[src/cp0_consts.svh]
`ifndef CP0_CONSTS_SVH
`define CP0_CONSTS_SVH

// CP0 register numbers (rd field)
`define CP0_REG_BADVADDR 5'd8
`define CP0_REG_COUNT    5'd9
`define CP0_REG_COMPARE  5'd11
`define CP0_REG_STATUS   5'd12
`define CP0_REG_CAUSE    5'd13
`define CP0_REG_EPC      5'd14
`define CP0_REG_PRID     5'd15

// Cause.ExcCode values
`define EXC_INT  5'd0
`define EXC_ADEL 5'd4
`define EXC_ADES 5'd5
`define EXC_SYS  5'd8
`define EXC_BP   5'd9
`define EXC_RI   5'd10
`define EXC_CPU  5'd11
`define EXC_OV   5'd12
`define EXC_TR   5'd13

`define VEC_BOOT   32'hBFC00380 // Status.BEV set
`define VEC_NORMAL 32'h80000180

`define PRID_VALUE 32'h00018000

// Software-writable bits of Status and Cause
`define STATUS_WMASK 32'h1040FF17
`define CAUSE_WMASK  32'h00000300

// Status bits forced at reset
`define CP0_RST_BEV 1'b1
`define CP0_RST_ERL 1'b1

// COP0 instruction encoding
`define OPC_COP0   6'b010000
`define RS_MF      5'b00000
`define RS_MT      5'b00100
`define FUNCT_ERET 6'b011000

`endif

[src/cp0_pkg.sv]
`default_nettype none

package cp0_pkg;

    // MFC0 / MTC0 layout
    typedef struct packed {
        logic [5:0] opcode;
        logic [4:0] rs;
        logic [4:0] rt;
        logic [4:0] rd;
        logic [7:0] zero;
        logic [2:0] sel;
    } cop0Move_s;

    // ERET and other CO=1 operations
    typedef struct packed {
        logic [5:0]  opcode;
        logic        co;
        logic [18:0] zero;
        logic [5:0]  funct;
    } cop0Co_s;

    // One instruction word, two decodings
    typedef union packed {
        cop0Move_s move;
        cop0Co_s   cop;
    } cop0Instr_u;

    typedef enum logic [1:0] {
        OP_NONE = 2'd0,
        OP_MFC0 = 2'd1,
        OP_MTC0 = 2'd2,
        OP_ERET = 2'd3
    } cp0Op_e;

endpackage

`default_nettype wire

[src/cp0Decode.sv]
`timescale 1ns/100ps
`default_nettype none

`include "cp0_consts.svh"

module cp0Decode (
    input  wire               clk,
    input  wire               rst,
    input  wire               instrValid_i,
    input  wire        [31:0] instr_i,
    input  wire        [31:0] rtData_i,
    output logic              decValid_o,
    output cp0_pkg::cp0Op_e   decOp_o,
    output logic       [4:0]  decReg_o,
    output logic       [31:0] decWdata_o
);

    cp0_pkg::cop0Instr_u instrU;
    cp0_pkg::cp0Op_e     op;
    logic                isCop0;

    assign instrU = instr_i;
    assign isCop0 = (instrU.move.opcode == `OPC_COP0);

    always_comb begin
        op = cp0_pkg::OP_NONE;
        if (isCop0) begin
            if (instrU.cop.co) begin
                if (instrU.cop.funct == `FUNCT_ERET)
                    op = cp0_pkg::OP_ERET;
            end else if (instrU.move.rs == `RS_MF) begin
                op = cp0_pkg::OP_MFC0;
            end else if (instrU.move.rs == `RS_MT) begin
                op = cp0_pkg::OP_MTC0;
            end
        end
    end

    always_ff @(posedge clk or posedge rst) begin
        if (rst) begin
            decValid_o <= 1'b0;
            decOp_o    <= cp0_pkg::OP_NONE;
        end else begin
            decValid_o <= instrValid_i && (op != cp0_pkg::OP_NONE); // Drop non-CP0 words
            decOp_o    <= op;
        end
    end

    // Payload captured with the instruction
    always_ff @(posedge clk) begin
        if (instrValid_i) begin
            decReg_o   <= instrU.move.rd;
            decWdata_o <= rtData_i;
        end
    end

    aDecValidOp: assert property (@(posedge clk) disable iff (rst)
        decValid_o |-> decOp_o != cp0_pkg::OP_NONE);

endmodule

`default_nettype wire

[src/cp0Regs.sv]
`timescale 1ns/100ps
`default_nettype none

`include "cp0_consts.svh"

module cp0Regs (
    input  wire              clk,
    input  wire              rst,
    input  wire              decValid_i,
    input  wire cp0_pkg::cp0Op_e decOp_i,
    input  wire       [4:0]  decReg_i,
    input  wire       [31:0] decWdata_i,
    input  wire              excValid_i,
    input  wire       [4:0]  excCode_i,
    input  wire       [31:0] excPc_i,
    input  wire       [31:0] excBadVAddr_i,
    input  wire              excInSlot_i,
    input  wire       [1:0]  excCpNum_i,
    input  wire       [5:0]  hwInt_i,
    output logic             readValid_o,
    output logic      [31:0] readData_o,
    output logic             redirect_o,
    output logic      [31:0] redirectPc_o,
    output logic             timerInt_o,
    output logic             intPending_o,
    output logic             userMode_o
);

    logic [31:0] badVAddr;
    logic [31:0] count;
    logic [31:0] compare;
    logic [31:0] epc;

    logic       statusCu0;
    logic       statusBev;
    logic [7:0] statusIm;
    logic       statusUm;
    logic       statusErl;
    logic       statusExl;
    logic       statusIe;

    logic       causeBd;
    logic [1:0] causeCe;
    logic [5:0] ipHw;   // Sampled hwInt_i
    logic [1:0] ipSw;
    logic [4:0] causeExc;

    logic [7:0]  causeIp;
    logic [31:0] statusWord;
    logic [31:0] causeWord;
    logic [31:0] rdWord;
    logic        timerHit;
    logic        instrGo;

    assign instrGo  = decValid_i && !excValid_i; // Exception wins over execute
    assign timerHit = (compare != 32'd0) && (count == compare);
    assign causeIp  = {ipHw[5] | timerInt_o, ipHw[4:0], ipSw};

    assign statusWord = {3'b0, statusCu0, 5'b0, statusBev, 6'b0, statusIm,
                         3'b0, statusUm, 1'b0, statusErl, statusExl, statusIe};
    assign causeWord  = {causeBd, 1'b0, causeCe, 12'b0, causeIp, 1'b0, causeExc, 2'b0};

    always_comb begin
        case (decReg_i)
            `CP0_REG_BADVADDR: rdWord = badVAddr;
            `CP0_REG_COUNT:    rdWord = count;
            `CP0_REG_COMPARE:  rdWord = compare;
            `CP0_REG_STATUS:   rdWord = statusWord;
            `CP0_REG_CAUSE:    rdWord = causeWord;
            `CP0_REG_EPC:      rdWord = epc;
            `CP0_REG_PRID:     rdWord = `PRID_VALUE;
            default:           rdWord = 32'd0;
        endcase
    end

    always_ff @(posedge clk or posedge rst) begin
        if (rst) begin
            badVAddr    <= 32'd0;
            count       <= 32'd0;
            compare     <= 32'd0;
            epc         <= 32'd0;
            statusCu0   <= 1'b0;
            statusBev   <= `CP0_RST_BEV;
            statusIm    <= 8'd0;
            statusUm    <= 1'b0;
            statusErl   <= `CP0_RST_ERL;
            statusExl   <= 1'b0;
            statusIe    <= 1'b0;
            causeBd     <= 1'b0;
            causeCe     <= 2'd0;
            ipHw        <= 6'd0;
            ipSw        <= 2'd0;
            causeExc    <= 5'd0;
            timerInt_o  <= 1'b0;
            readValid_o <= 1'b0;
            redirect_o  <= 1'b0;
        end else begin
            readValid_o <= 1'b0;
            redirect_o  <= 1'b0;
            ipHw        <= hwInt_i;
            count       <= count + 32'd1; // Overridden by an MTC0 below
            if (timerHit)
                timerInt_o <= 1'b1;

            if (excValid_i) begin
                if (!statusExl) begin
                    epc     <= excInSlot_i ? excPc_i - 32'd4 : excPc_i;
                    causeBd <= excInSlot_i;
                end
                statusExl  <= 1'b1;
                causeExc   <= excCode_i;
                redirect_o <= 1'b1;
                if (excCode_i == `EXC_ADEL || excCode_i == `EXC_ADES)
                    badVAddr <= excBadVAddr_i;
                if (excCode_i == `EXC_CPU)
                    causeCe <= excCpNum_i;
            end else if (instrGo) begin
                case (decOp_i)
                    cp0_pkg::OP_MFC0: readValid_o <= 1'b1;
                    cp0_pkg::OP_ERET: begin
                        if (statusErl)
                            statusErl <= 1'b0;
                        else
                            statusExl <= 1'b0;
                        redirect_o <= 1'b1;
                    end
                    cp0_pkg::OP_MTC0: begin
                        case (decReg_i)
                            `CP0_REG_BADVADDR: badVAddr <= decWdata_i;
                            `CP0_REG_COUNT:    count    <= decWdata_i;
                            `CP0_REG_COMPARE: begin
                                compare    <= decWdata_i;
                                timerInt_o <= 1'b0; // Write acknowledges timer
                            end
                            `CP0_REG_STATUS: begin
                                statusCu0 <= decWdata_i[28];
                                statusBev <= decWdata_i[22];
                                statusIm  <= decWdata_i[15:8];
                                statusUm  <= decWdata_i[4];
                                statusErl <= decWdata_i[2];
                                statusExl <= decWdata_i[1];
                                statusIe  <= decWdata_i[0];
                            end
                            `CP0_REG_CAUSE:    ipSw <= decWdata_i[9:8];
                            `CP0_REG_EPC:      epc  <= decWdata_i;
                            default: ;
                        endcase
                    end
                    default: ;
                endcase
            end
        end
    end

    // Read data and target PC
    always_ff @(posedge clk) begin
        if (instrGo && decOp_i == cp0_pkg::OP_MFC0)
            readData_o <= rdWord;
        if (excValid_i)
            redirectPc_o <= statusBev ? `VEC_BOOT : `VEC_NORMAL;
        else if (instrGo && decOp_i == cp0_pkg::OP_ERET)
            redirectPc_o <= epc;
    end

    assign intPending_o = statusIe && !statusExl && !statusErl && |(causeIp & statusIm);
    assign userMode_o   = statusUm && !statusErl && !statusExl;

    aRedirectOrRead: assert property (@(posedge clk) disable iff (rst)
        !(redirect_o && readValid_o));

    // Timer only fires against a programmed Compare
    aTimerCompare: assert property (@(posedge clk) disable iff (rst)
        timerInt_o |-> compare != 32'd0);

endmodule

`default_nettype wire

[src/cp0Result.sv]
`timescale 1ns/100ps
`default_nettype none

module cp0Result (
    input  wire         clk,
    input  wire         rst,
    input  wire         readValid_i,
    input  wire  [31:0] readData_i,
    input  wire         redirect_i,
    input  wire  [31:0] redirectPc_i,
    output logic        resultValid_o,
    output logic [31:0] resultData_o,
    output logic        redirectValid_o,
    output logic [31:0] redirectPc_o
);

    always_ff @(posedge clk or posedge rst) begin
        if (rst) begin
            resultValid_o   <= 1'b0;
            redirectValid_o <= 1'b0;
        end else begin
            resultValid_o   <= readValid_i;
            redirectValid_o <= redirect_i;
        end
    end

    // Last value held between pulses
    always_ff @(posedge clk) begin
        if (readValid_i)
            resultData_o <= readData_i;
        if (redirect_i)
            redirectPc_o <= redirectPc_i;
    end

    aOneOutcome: assert property (@(posedge clk) disable iff (rst)
        !(resultValid_o && redirectValid_o));

endmodule

`default_nettype wire

[src/cp0Unit.sv]
`timescale 1ns/100ps
`default_nettype none

module cp0Unit (
    input  wire         clk,
    input  wire         rst,
    input  wire         instrValid_i,
    input  wire  [31:0] instr_i,
    input  wire  [31:0] rtData_i,
    input  wire         excValid_i,
    input  wire  [4:0]  excCode_i,
    input  wire  [31:0] excPc_i,
    input  wire  [31:0] excBadVAddr_i,
    input  wire         excInSlot_i,
    input  wire  [1:0]  excCpNum_i,
    input  wire  [5:0]  hwInt_i,
    output logic        resultValid_o,
    output logic [31:0] resultData_o,
    output logic        redirectValid_o,
    output logic [31:0] redirectPc_o,
    output logic        timerInt_o,
    output logic        intPending_o,
    output logic        userMode_o
);

    logic            decValid;
    cp0_pkg::cp0Op_e decOp;
    logic [4:0]      decReg;
    logic [31:0]     decWdata;

    logic            exeReadValid;
    logic [31:0]     exeReadData;
    logic            exeRedirect;
    logic [31:0]     exeRedirectPc;

    cp0Decode uDecode (
        .clk          (clk),
        .rst          (rst),
        .instrValid_i (instrValid_i),
        .instr_i      (instr_i),
        .rtData_i     (rtData_i),
        .decValid_o   (decValid),
        .decOp_o      (decOp),
        .decReg_o     (decReg),
        .decWdata_o   (decWdata)
    );

    cp0Regs uRegs (
        .clk           (clk),
        .rst           (rst),
        .decValid_i    (decValid),
        .decOp_i       (decOp),
        .decReg_i      (decReg),
        .decWdata_i    (decWdata),
        .excValid_i    (excValid_i),
        .excCode_i     (excCode_i),
        .excPc_i       (excPc_i),
        .excBadVAddr_i (excBadVAddr_i),
        .excInSlot_i   (excInSlot_i),
        .excCpNum_i    (excCpNum_i),
        .hwInt_i       (hwInt_i),
        .readValid_o   (exeReadValid),
        .readData_o    (exeReadData),
        .redirect_o    (exeRedirect),
        .redirectPc_o  (exeRedirectPc),
        .timerInt_o    (timerInt_o),
        .intPending_o  (intPending_o),
        .userMode_o    (userMode_o)
    );

    cp0Result uResult (
        .clk             (clk),
        .rst             (rst),
        .readValid_i     (exeReadValid),
        .readData_i      (exeReadData),
        .redirect_i      (exeRedirect),
        .redirectPc_i    (exeRedirectPc),
        .resultValid_o   (resultValid_o),
        .resultData_o    (resultData_o),
        .redirectValid_o (redirectValid_o),
        .redirectPc_o    (redirectPc_o)
    );

endmodule

`default_nettype wire

[config.mk]
export PLATFORM = sky130hd
export DESIGN_NAME = cp0Unit
export DESIGN_NICKNAME = d
export VERILOG_FILES = /design/src/cp0_pkg.sv /design/src/cp0Decode.sv /design/src/cp0Regs.sv /design/src/cp0Result.sv /design/src/cp0Unit.sv
export VERILOG_INCLUDE_DIRS = /design/src
export SDC_FILE = /design/constraint.sdc
export NUM_CORES = 1
export LEC_CHECK = 0
export ABC_AREA = 1
export ABC_CLOCK_PERIOD_IN_PS = 5130
export BUFFER_PORTS_ARGS = -buffer_cell sky130_fd_sc_hd__buf_2
export CAP_MARGIN = 0
export CORE_ASPECT_RATIO = 0.6
export CORE_MARGIN = 3
export CORE_UTILIZATION = 45
export CTS_CLUSTER_SIZE = 8
export DETAILED_ROUTE_END_ITERATION = 16
export PLACE_DENSITY = 0.63
export SLEW_MARGIN = 20
export SYNTH_ARGS = -nofsm -noshare
export SYNTH_HDL_FRONTEND = slang
export SYNTH_SLANG_ARGS = --single-unit
[constraint.sdc]
create_clock -name clk -period 5.13 [get_ports clk]
set_input_delay 0.2565 -clock clk [delete_from_list [all_inputs] [get_ports clk]]
set_output_delay 0.2565 -clock clk [all_outputs]
set_load 0.005 [all_outputs]
* Word level (Yosys, flattened, before mapping)
Index checks and enable logic that the tools add are counted.
Word-level totals: register bits 331, output and inout bits 69
Operators by class: add/subtract/negate cells 2, eq/ne operators 22, muxes and demuxes 42, bitwise operators 4, reduce and logical (&&, ||, !) cells 34
Operators by type and width (number):
- $mux 32 | 17
- $pmux 32 s7 | 1
- $eq 5x4->1 const B | 8
- $add 32x1->32 const B | 1
- $eq 32x32->1 | 1
- $reduce_bool 32->1 | 1
- $sub 32x3->32 const B | 1
- $mux 30 | 1
- $reduce_and 4->1 | 7
- $mux 1 | 16
- $eq 5x3->1 const B | 3
- $reduce_bool 2->1 | 7
- $eq 6x5->1 const B | 2
- $logic_and 1x1->1 | 10
- $mux 2 | 5
- $and 8x8->8 | 1
- $reduce_or 8->1 | 1
- $ne 3x3->1 const B | 2
- $logic_not 5->1 | 1
- $eq 2x2->1 const B | 2
- $ne 2x2->1 const B | 2
- $pmux 1 s2 | 2
- $reduce_and 2->1 | 2
- $logic_not 1->1 | 3
- 6 further kinds | 7

* Longest topological paths before layout
word-level depth 7, mapped depth 11, gate-level depth less buffers 11

* Hierarchy
From an unflattened synthesis, not the netlist that was laid out.
Unflattened totals: cell total of the unflattened synthesis 1704, area, all modules 15439.8 um^2
By module, submodules not included:
- cp0Regs | instances 1, cells an instance 1570, area an instance 12161.7 um^2
- cp0Result | instances 1, cells an instance 67, area an instance 1975.6 um^2
- cp0Decode | instances 1, cells an instance 67, area an instance 1302.5 um^2

* Worst setup path after synthesis
OpenSTA, ideal clock, no wires.
path kind reg-to-reg, start register uDecode.decOp_o[1], end register uRegs.redirectPc_o[0], enable pin, library setup time 0.468 ns, arrival time 2.800 ns, data required time 4.662 ns, path slack 1.863 ns, cell stages (with the launch flop) 3, buffers on the path 0, clock period less this slack 3.267 ns, path through dfrtp_1 > nand2_1 > o21ai_0
Between the ends: word-level cells in the longest chain between the ends 3
RTL lines:
- start, declared | RTL line cp0Decode.sv:13 | output cp0_pkg::cp0Op_e decOp_o,
- start signal, assigned | RTL line cp0Decode.sv:42 | decOp_o <= cp0_pkg::OP_NONE;
- start signal, assigned | RTL line cp0Decode.sv:45 | decOp_o <= op;
- $eq 2x2->1 | RTL line cp0Regs.sv:161 | else if (instrGo && decOp_i == cp0_pkg::OP_ERET)
- $logic_and 1x1->1 | RTL line cp0Regs.sv:161
- $reduce_bool 2->1 (no line)
- end signal, assigned | RTL line cp0Regs.sv:160 | redirectPc_o <= statusBev ? `VEC_BOOT : `VEC_NORMAL;
- end signal, assigned | RTL line cp0Regs.sv:162 | redirectPc_o <= epc;
- end, declared | RTL line cp0Regs.sv:23 | output logic [31:0] redirectPc_o,
Every way passes these cells. A chain may end at the register's enable or synchronous reset.

* Final worst setup path
start register uDecode.decReg_o[2], end register uRegs.count[5]
Between the ends: word-level cells in the longest chain between the ends 5
RTL lines:
- start, declared | RTL line cp0Decode.sv:14 | output logic [4:0] decReg_o,
- start signal, assigned | RTL line cp0Decode.sv:52 | decReg_o <= instrU.move.rd;
- $eq 5x4->1 | RTL line cp0Regs.sv:128 | case (decReg_i)
- $mux 32 | RTL line cp0Regs.sv:128
- $mux 32 | RTL line cp0Regs.sv:118 | case (decOp_i)
- $mux 32 | RTL line cp0Regs.sv:117 | end else if (instrGo) begin
- $mux 32 | RTL line cp0Regs.sv:105 | if (excValid_i) begin
- end signal, assigned | RTL line cp0Regs.sv:101 | count <= count + 32'd1;
- end signal, assigned | RTL line cp0Regs.sv:130 | `CP0_REG_COUNT: count <= decWdata_i;
- end, declared | RTL line cp0Regs.sv:30 | logic [31:0] count;
Every way passes these cells.

==> summary.txt <==
Outcome
  • Status: finished clean

Synthesis
  • Synth Flop Type: edfxtp_1
  • Synth Cell Area: 15,400 um2
  • Largest family of logic cells by synthesized area: simple AND/OR/NAND/NOR gates
  • Synth Area in Compound Gates: 10.18%
  • Post-synthesis sequential area ratio: 59.15%
  • Post-Synth Adder-Cell Area: 0.1625%
  • XOR/XNOR Fraction of Synth Area: 2.047%
  • Top post-synthesis cells by count: 486 x nand2_1, 198 x inv_1, 175 x nor2_1
  • Yosys cell types: 45
  • Top-count cell post-synth: nand2_1
  • Multiplexer share of the synthesized area: 0%
  • Async S/R FF share, synth: 50.15%
  • Yosys reg bits: 331
  • YS warnings: 0
  • Largest cells by area after synthesis: edfxtp_1 32%, dfrtp_1 27%, nand2_1 12%, inv_1 4.8%, nor2_1 4.3%
  • Mapped Nets: 1,877
  • Syn_area_per_cell: 8.909 um2
  • EDFF count, synth: 165
  • Simple-gate portion of the synthesized area: 21.24%
  • Share of the synthesized area in the top cell type: 32.17%
  • Cell accounting for the most synthesized area: edfxtp_1
  • Post-Synthesis Cells: 1,729

Clock network
  • Total CTS buffers: 47
  • Root buffer cell: clkbuf_16
  • Post-cts repair resize count: 0
  • Post-CTS Hold Fix Bufs: 54
  • CTS tree: built
  • CTS max path bufs: 3
  • Htree depth: 2
  • Clk sinks: 331
  • CTS clk-pin slew, worst paths: 0.05 ns
  • Clock Latency Late Sink: 0.57 ns
  • Setup repair bufs after CTS: 0

Critical path
  • R2r setup slk: 2.14 ns
  • Critical R2R Launch: uDecode.decReg_o[2]$_DFFE_PP_
  • Crit Path Max Fanout: 35
  • Startpoint types: flip-flop
  • Worst path arrival time: 3.43 ns
  • Reg2Reg Capture Point: uRegs.count[5]$_DFF_PP0_
  • Type of the worst setup path: flip-flop to flip-flop
  • Worst path required time: 5.56 ns
  • Worst r2r path cells: 9
  • CP endpoint kind: flip-flop

Timing
  • RSZ-0062 raised after global routing: no
  • Tcrit/Tclk final: 58.36%
  • Worst Skew: 0.02182 ns
  • Final setup viols: 0
  • Fmax: 334.0 MHz
  • Slew headroom: 27.79%
  • Setup WS post-layout: 2.136 ns
  • Worst slew pin tran: 1.082 ns
  • Setup TNS: 0 ns
  • Min Tclk post-route: 2.994 ns
  • Final-report max-slew violation count: 0
  • Final Hold Viols: 0

Power
  • Worst VDD drop: 220.4 uV
  • Power, Total: 6.449 mW
  • Leakage Power: 8.544 nW
  • Pwr dens: 344.1 nW/um2

Global routing
  • Total global routing overflow: 0
  • Vias in the first global route: 12,500
  • Total GRT Usage: 30.56%
  • Initial antenna violation count: 2
  • Global-route wire length before repair: 80,590 um
  • Largest net degree at the start of global routing: 81

Floorplan
  • Die Y: 149.3 um
  • DIE WIDTH: 244.9 um
  • Die area: 36,560 um2
  • Row Count: 51
  • Core Area: 33,050 um2
  • Top-level I/O count: 215
  • Starting density of the core: 46.60%

Placed design
  • Pre-CTS WS: 1.953 ns
  • RD Place Congestion: 1.021
  • Post-Place Cells: 2,337
  • # port buffers: 204
  • HPWL after DPL: 41,720 um

Worst hold path
  • Hold Path Sink: uRegs.badVAddr[0]$_DFFE_PP0P_
  • Hold Path Stages: 5
  • Hold path start: excBadVAddr_i[0]
  • Hold Path Class: input port to flip-flop

Detailed routing
  • DRC viols: 0
  • Total routed wirelength: 55,720 um
  • Drt initial violations: 1,681
  • Wire per inst: 22.50 um
  • Drt pass-1 iters: 5
  • DR vias/cell: 5.419
  • Via Count: 13,420
  • Antenna-violating nets left: 0

Final layout
  • Nets@finish: 2,138
  • Fraction of layout cells with a size suffix above 1: 15.30%
  • Register area: 9111 um2
  • Layout area overhead: 21.66%
  • Inserted Diodes: 0
  • Area of the multi-input gates: 5194 um2
  • Final Non-Filler Cells: 2,476
  • Fill cells: 3,050

Job
  • Max Cap Violations: 0
[stage by stage]
step	hold WS, ns	area (um2)	utilization [%]
finish	0.008259	18740	56.70
floorplan	0.2879	15400	-
CTS	0.0008527	18740	56.69
detailed placement	0.3662	16800	50.84
global route	0.01551	18740	56.70
global placement	0.3679	16800	50.84
[layout by cell type (no fill, tap or decap), drive strengths merged, types with 54 or more instances in the layout]
cell type	count
clkbuf	82
dlygate4sd3	54
dfrtp	164
nor2	183
buf	218
a21oi	77
nand2	490
inv	213
o21ai	148
edfxtp	165
nand3	70
[cell type report]
class                           instances  share of cell area, %
Clock buffer                           82                  7.144
Tap cell                              450                  3.004
Sequential cell                       331                  48.62
Inverter                              213                  4.306
Clock inverter                          3                 0.2938
Multi-Input combinational cell       1125                  27.71
Timing Repair Buffer                  272                  8.920
[metal layers]
metal | vias up | routed length, um | global-route usage (%)
met4 | 2 | 1084 | 6.604
met3 | 71 | 7610 | 12.68
li1 | 6210 | - | -
met2 | 696 | 21420 | 40.33
met5 | - | 13 | 0
met1 | 6439 | 25590 | 46.38
[report_power, final]
group | switching, mW | internal (mW) | leakage (nW)
sequential | 0.117 | 2.95 | 3.51
combinational | 0.297 | 0.164 | 4.37
clock | 1.16 | 1.76 | 0.663
[worst max-delay path: stages, from the launching register on]
cell and delay [ns]:
edfxtp_1 0.44, nor3_4 0.32, nand2_2 0.50, inv_4 0.40, nand2_2 0.27, buf_4 0.35, inv_2 0.31, a21oi_1 0.07
o21ai_0 0.07, o21ai_0 0.09
[kinds of logic (layout without fill, tap and decap cells)]
| group | after synthesis | in the layout |
|---|---|---|
| simple gates | 801 | 801 |
| compound gates | 286 | 286 |
| fa+ha+maj | 2 | 2 |
| buf+inv | 273 | 570 |
| flops | 331 | 331 |
| xor+xnor | 36 | 36 |
[sequential cells by signal, summed over array words and instances, names as in the netlist, 8 cells and up]
signal                count
uRegs.statusIm            8
uRegs.compare            32
uResult.resultData_o     32
uDecode.decWdata_o       32
uRegs.epc                32
uRegs.badVAddr           32
uRegs.count              32
uRegs.redirectPc_o       32
uResult.redirectPc_o     32
uRegs.readData_o         32
[worst max-delay path by stage]
stage / slack, ns / cells after the start / endpoint / startpoint
final: 2.14 / 9 / uRegs.count[5]$_DFF_PP0_ / uDecode.decReg_o[2]$_DFFE_PP_
after global routing: 2.02 / 9 / uRegs.count[5]$_DFF_PP0_ / uDecode.decReg_o[2]$_DFFE_PP_
after CTS: 2.24 / 8 / uRegs.badVAddr[4]$_DFFE_PP0P_ / uDecode.decReg_o[1]$_DFFE_PP_
after detailed placement: 1.95 / 8 / uRegs.epc[4]$_DFFE_PP0P_ / excValid_i
after global placement: 2.04 / 8 / uRegs.epc[14]$_DFFE_PP0P_ / excValid_i
after floorplan: 0.39 / 1 / uDecode.decOp_o[0]$_DFF_PP0_ / rst
Note: power is estimated with default switching activity, not from simulation.
